**src/sample_buffer_params.svh**
```systemverilog
`ifndef SAMPLE_BUFFER_PARAMS_SVH
`define SAMPLE_BUFFER_PARAMS_SVH

// samples delivered per aclk word on each channel
`define SB_NSAMP 8

// bits per adc sample
`define SB_NBIT 12

// number of adc channels captured side by side
`define SB_NCHAN 2

// event ram address width, 64 memory words
`define SB_ADDR_W 6

// memory words written after the trigger, trigger word included
`define SB_POST_WORDS 40

// 1 turns on the 2-sample group scramble in the gearbox
// the mapping is only defined for 8 samples per aclk word
`define SB_SCRAMBLE 1

`endif

```
**src/sample_buffer_pkg.sv**
```systemverilog
`include "sample_buffer_params.svh"

package sample_buffer_pkg;

    // one channel's aclk word, sample 0 in the low bits
    typedef logic [`SB_NSAMP*`SB_NBIT-1:0] adc_word_t;

    // one channel's memclk word, 3/4 of an aclk word
    typedef logic [(`SB_NSAMP*3/4)*`SB_NBIT-1:0] mem_chan_t;

    // ram word, channel 0 in the low bits
    typedef struct packed {
        mem_chan_t [`SB_NCHAN-1:0] chan;
    } mem_word_t;

    // event ram address
    typedef logic [`SB_ADDR_W-1:0] addr_t;

    // capture state machine encoding
    typedef enum logic [1:0] {
        IDLE  = 2'd0,
        ARMED = 2'd1,
        POST  = 2'd2,
        DONE  = 2'd3
    } capture_state_t;

    // status seen from outside the buffer
    typedef struct packed {
        logic  armed;
        logic  done;
        // oldest word once done, where readout starts
        addr_t stop_addr;
    } capture_status_t;

    // phase-zero strobes of the two clock domains
    typedef struct packed {
        logic aclk_sync;
        logic memclk_sync;
    } phase_sync_t;

endpackage

```
**src/capture_fsm.sv**
```systemverilog
`timescale 1ns/100ps
`include "sample_buffer_params.svh"

module capture_fsm (
    input  logic                               memclk_i,
    input  logic                               rst_i,
    input  logic                               arm_i,
    input  logic                               trig_i,
    output logic                               wr_en_o,
    output sample_buffer_pkg::addr_t           wr_addr_o,
    output sample_buffer_pkg::capture_status_t status_o
);

    // trigger cycle writes the first post word, POST writes the rest
    localparam int POST_LOAD = `SB_POST_WORDS - 2;
    localparam int CNT_W = $clog2(`SB_POST_WORDS);

    sample_buffer_pkg::capture_state_t state;
    sample_buffer_pkg::addr_t          wr_addr;
    sample_buffer_pkg::addr_t          stop_addr;
    logic [CNT_W-1:0]                  post_cnt;
    logic                              armed;
    logic                              done;

    // ram takes a word every cycle while armed or counting down
    assign wr_en_o = (state == sample_buffer_pkg::ARMED) ||
                     (state == sample_buffer_pkg::POST);
    assign wr_addr_o = wr_addr;

    always_ff @(posedge memclk_i) begin
        if (rst_i) begin
            state     <= sample_buffer_pkg::IDLE;
            wr_addr   <= '0;
            stop_addr <= '0;
            post_cnt  <= '0;
            armed     <= 1'b0;
            done      <= 1'b0;
        end else begin
            // circular pointer, wraps at the ram depth
            if (wr_en_o) begin
                wr_addr <= wr_addr + 1'b1;
            end
            case (state)
                sample_buffer_pkg::IDLE, sample_buffer_pkg::DONE: begin
                    if (arm_i) begin
                        state <= sample_buffer_pkg::ARMED;
                        armed <= 1'b1;
                        done  <= 1'b0;
                    end
                end
                sample_buffer_pkg::ARMED: begin
                    if (trig_i) begin
                        state    <= sample_buffer_pkg::POST;
                        post_cnt <= CNT_W'(POST_LOAD);
                    end
                end
                sample_buffer_pkg::POST: begin
                    if (post_cnt == '0) begin
                        // last write this cycle, the next slot holds the oldest word
                        state     <= sample_buffer_pkg::DONE;
                        armed     <= 1'b0;
                        done      <= 1'b1;
                        stop_addr <= wr_addr + 1'b1;
                    end else begin
                        post_cnt <= post_cnt - 1'b1;
                    end
                end
                default: state <= sample_buffer_pkg::IDLE;
            endcase
        end
    end

    assign status_o = '{armed: armed, done: done, stop_addr: stop_addr};

    // armed flag is a separate register and must agree with the write enable
    a_no_write_idle: assert property (@(posedge memclk_i) disable iff (rst_i)
        !armed |-> !wr_en_o)
        else $error("ram write outside ARMED or POST");

    // done follows a write and the pointer parks on the stop address
    a_done_after_write: assert property (@(posedge memclk_i) disable iff (rst_i)
        $rose(done) |-> $past(wr_en_o) && (wr_addr == stop_addr))
        else $error("done without a final write at the stop address");

endmodule

```
**config.mk**
```make
export PLATFORM = sky130hd
export DESIGN_NAME = capture_fsm
export DESIGN_NICKNAME = d
export VERILOG_FILES = /design/src/sample_buffer_pkg.sv /design/src/capture_fsm.sv
export VERILOG_INCLUDE_DIRS = /design/src
export SDC_FILE = /design/constraint.sdc
export NUM_CORES = 1
export LEC_CHECK = 0
export ABC_AREA = 1
export BUFFER_PORTS_ARGS = -buffer_cell sky130_fd_sc_hd__buf_2
export CAP_MARGIN = 20
export CORE_ASPECT_RATIO = 0.75
export CORE_UTILIZATION = 45
export CTS_CLUSTER_DIAMETER = 150
export DETAILED_ROUTE_END_ITERATION = 10
export PLACE_DENSITY = 0.73
export SKIP_LAST_GASP = 1
export SLEW_MARGIN = 30
export SYNTH_ARGS = -nofsm -noshare
export SYNTH_HDL_FRONTEND = slang
export SYNTH_SLANG_ARGS = --single-unit
```
**constraint.sdc**
```tcl
create_clock -name memclk_i -period 1.65 [get_ports memclk_i]
set_clock_uncertainty 0.1 [all_clocks]
set_input_delay 0.0825 -clock memclk_i [delete_from_list [all_inputs] [get_ports memclk_i]]
set_output_delay 0.0825 -clock memclk_i [all_outputs]
set_load 0.03 [all_outputs]
```
==> results.cfg <==
[critical_path]
start_kind = flip-flop
path_max_fanout = 9
critical_path_required_ps = 1470
reg2reg_depth = 7
critPathKind = flip-flop to output port
cp.arrival_ps = 1410
critPathCaptureType = output port

[timing]
fin_crit_sh = 0.9628
slew_viol_final = 0
max-slew-margin-rel = 0.6731
fmax_mhz = 629.5
tightest_slew_ps = 486.6
fin_tns_setup_ps = 0
period_needed_ps = 1589
grt_setup_unrepaired = false
final-hold-violation-count = 0
fin_ws_ps = 61.32
setup_viol = 0

[route]
routed_wl_um = 2327
first_pass_iters = 4
vias = 1020
via_per_inst = 4.904
drt-initial-drc-count = 31
drc_errors = 0
detail-route-antenna-nets = 0
post_drt_wl_per_cell_um = 11.19

[run]
drv_cap = 0

[placement]
gp_congestion = 0.8497
place_area_um2 = 1261
dp_slack_ps = 141.9
post-dp-hpwl_um = 1778
portBuffers = 18

[global_route]
grt_max_degree = 13
grt.total_usage = 0.1927
grt.overflow.total = 0
grt_first_pass_wirelength_um = 3788
grt_pass1_vias = 867
antenna_found_initial = 0

[cts]
path_clk_slew_ps = 120
cts_made_buffers = 3
root_buffer = clkbuf_4
clkLatencyLatePin_ps = 310
cts.htree.levels = 1
cts_tree = yes
clockBufferDepth = 2
clkSinkCount = 22

[synthesis]
seq_area_frac_synth = 0.3860
syn_area_um2 = 1141
synth_cells = 153
synth_cell_type_count = 26
synth_fp_nets = 162
avgSynthCellArea_um2 = 7.458
ys_top_cells_by_area = dfxtp_1 (39%), nand2_1 (8.2%), nor2_1 (8.2%), inv_1 (5.9%), ha_1 (5.5%)
synth.largest_area_cell = dfxtp_1
synth_top_area_frac = 0.3860
synth-seq-cells = 22
yosysWarnings = 0

[floorplanning]
die_h_um = 45.61
ios = 19
start_util = 0.4864
die_x_um = 60.15
rows = 15
core_um2 = 2346
die_area_um2 = 2743

[final_layout]
final_core_util = 0.5600
fillers = 229
final_area_um2 = 1314
multi_input_area_um2 = 586.8
nNetsFinal = 184
syn_to_final_growth_pct = 15.13
insertedDiodeCount = 0
ff_latch_area_um2 = 441.7
layout-drive-gt1-share = 0.2529

[worst_hold_path]
hp-class = primary input to flip-flop
min_path_cells = 5

[run_status]
status = complete, no violations

[power]
irDropWorstVdd_mv = 1.283
p_per_area_nw_per_um2 = 2193
p_leak_nw = 0.6382
==> cell usage after synthesis <==
cell      number
a21oi_1        8
a21oi_2        5
a21oi_4        1
buf_2          1
buf_4          2
buf_6          1
clkbuf_1       1
dfxtp_1       22
ha_1           5
inv_1         18
inv_2          3
nand2_1       25
nand2_2        3
nand2_4        1
nand3_1        9
nand3_2        2
nand4_1        1
nand4_2        1
nor2_1        25
nor2_2         1
nor3_1         1
o21ai_0        9
o21ai_1        1
or2_4          1
xnor2_1        1
xor2_1         5
==> path summary, 6_finish.rpt <==
check	startpoint	to	slack, ps
setup / recovery	state[0]	wr_en_o	60
hold / removal	arm_i	armed	70
setup reg to reg	state[0]	state[1]	120
hold reg to reg	armed	armed	380
==> cell families (layout without fill, tap and decap cells) <==
logic type / count (synthesis) / count (layout) / share of synthesized area
xor+xnor: 6 / 6 / 0.04605
fa+ha+maj: 5 / 5 / 0.05482
flops: 22 / 22 / 0.3860
buf+inv: 26 / 47 / 0.09976
simple gates: 70 / 70 / 0.2818
compound gates: 24 / 24 / 0.1316
==> report_power, final <==
group | internal, W | switching (W) | leakage (nW)
Combinational | 0.000603 | 0.00109 | 0.436
Clock | 0.000135 | 0.000166 | 0.0210
Sequential | 0.000725 | 0.000167 | 0.181
Total | 0.00146 | 0.00142 | 0.638
==> worst max-delay path, stage by stage, from the launching register on <==
cell      delay, ps
dfxtp_1         380
inv_1            60
ha_1            340
inv_4           120
clkbuf_4        200
==> registers in the layout (all words and copies together) (netlist names) <==
name       flops
armed          1
stop_addr      6
state          2
post_cnt       6
done           1
wr_addr_o      6
==> metrics by stage <==
step / hold slack, ps / total power [W] / instances
CTS: 59.28 / 0.002873 / 208
global route: 78.03 / 0.003125 / 208
global placement: 319.9 / 0.002511 / 203
floorplan: 159.9 / 0.002191 / 153
detailed placement: 327.6 / 0.002564 / 203
finish: 70.01 / 0.002881 / 208
==> repair_timing <==
action / in CTS / in global routing
gates resized for setup: 0 / 3
endpoints found under the hold margin: 4 / 0
endpoints found under the setup margin: 0 / 3
setup buffers: 0 / 0
hold buffers: 1 / 0
==> cell usage in the layout, fill, tap and decap left out <==
| master | netlist | final |
|---|---|---|
| dfxtp_2 | 0 | 1 |
| nor2_2 | 1 | 1 |
| dfxtp_1 | 22 | 21 |
| a21oi_4 | 1 | 1 |
| a21oi_1 | 8 | 8 |
| dlygate4sd3_1 | 0 | 1 |
| a21oi_2 | 5 | 5 |
| clkbuf_8 | 0 | 1 |
| inv_1 | 18 | 18 |
| xnor2_1 | 1 | 1 |
| xor2_1 | 5 | 5 |
| buf_2 | 1 | 17 |
| nand2_1 | 25 | 25 |
| inv_2 | 3 | 2 |
| or2_4 | 1 | 1 |
| nor2_1 | 25 | 25 |
| nand2_2 | 3 | 3 |
| o21ai_0 | 9 | 9 |
| nand4_2 | 1 | 1 |
| nor3_1 | 1 | 1 |
| o21ai_1 | 1 | 1 |
| nand4_1 | 1 | 1 |
| inv_4 | 0 | 1 |
| buf_4 | 2 | 3 |
| ha_1 | 5 | 5 |
| clkbuf_4 | 0 | 4 |
| nand2_4 | 1 | 1 |
| nand3_1 | 9 | 9 |
| nand3_2 | 2 | 2 |
==> layer usage <==
layer	GRT usage	share of wire	vias to the layer above
li1	-	-	521
met2	0.2967	0.46	19
met5	0	0	-
met3	0.05966	0.042	4
met1	0.2544	0.49	476
met4	0.06977	0.014	0
==> layout make-up <==
type | instances | area share
Timing Repair Buffer | 22 | 0.09524
Multi-Input combinational cell | 105 | 0.4467
Sequential cell | 22 | 0.3362
Inverter | 21 | 0.06190
Clock buffer | 4 | 0.02762
Tap cell | 34 | 0.03238
No activity file was read; power rests on OpenSTA's default activity.
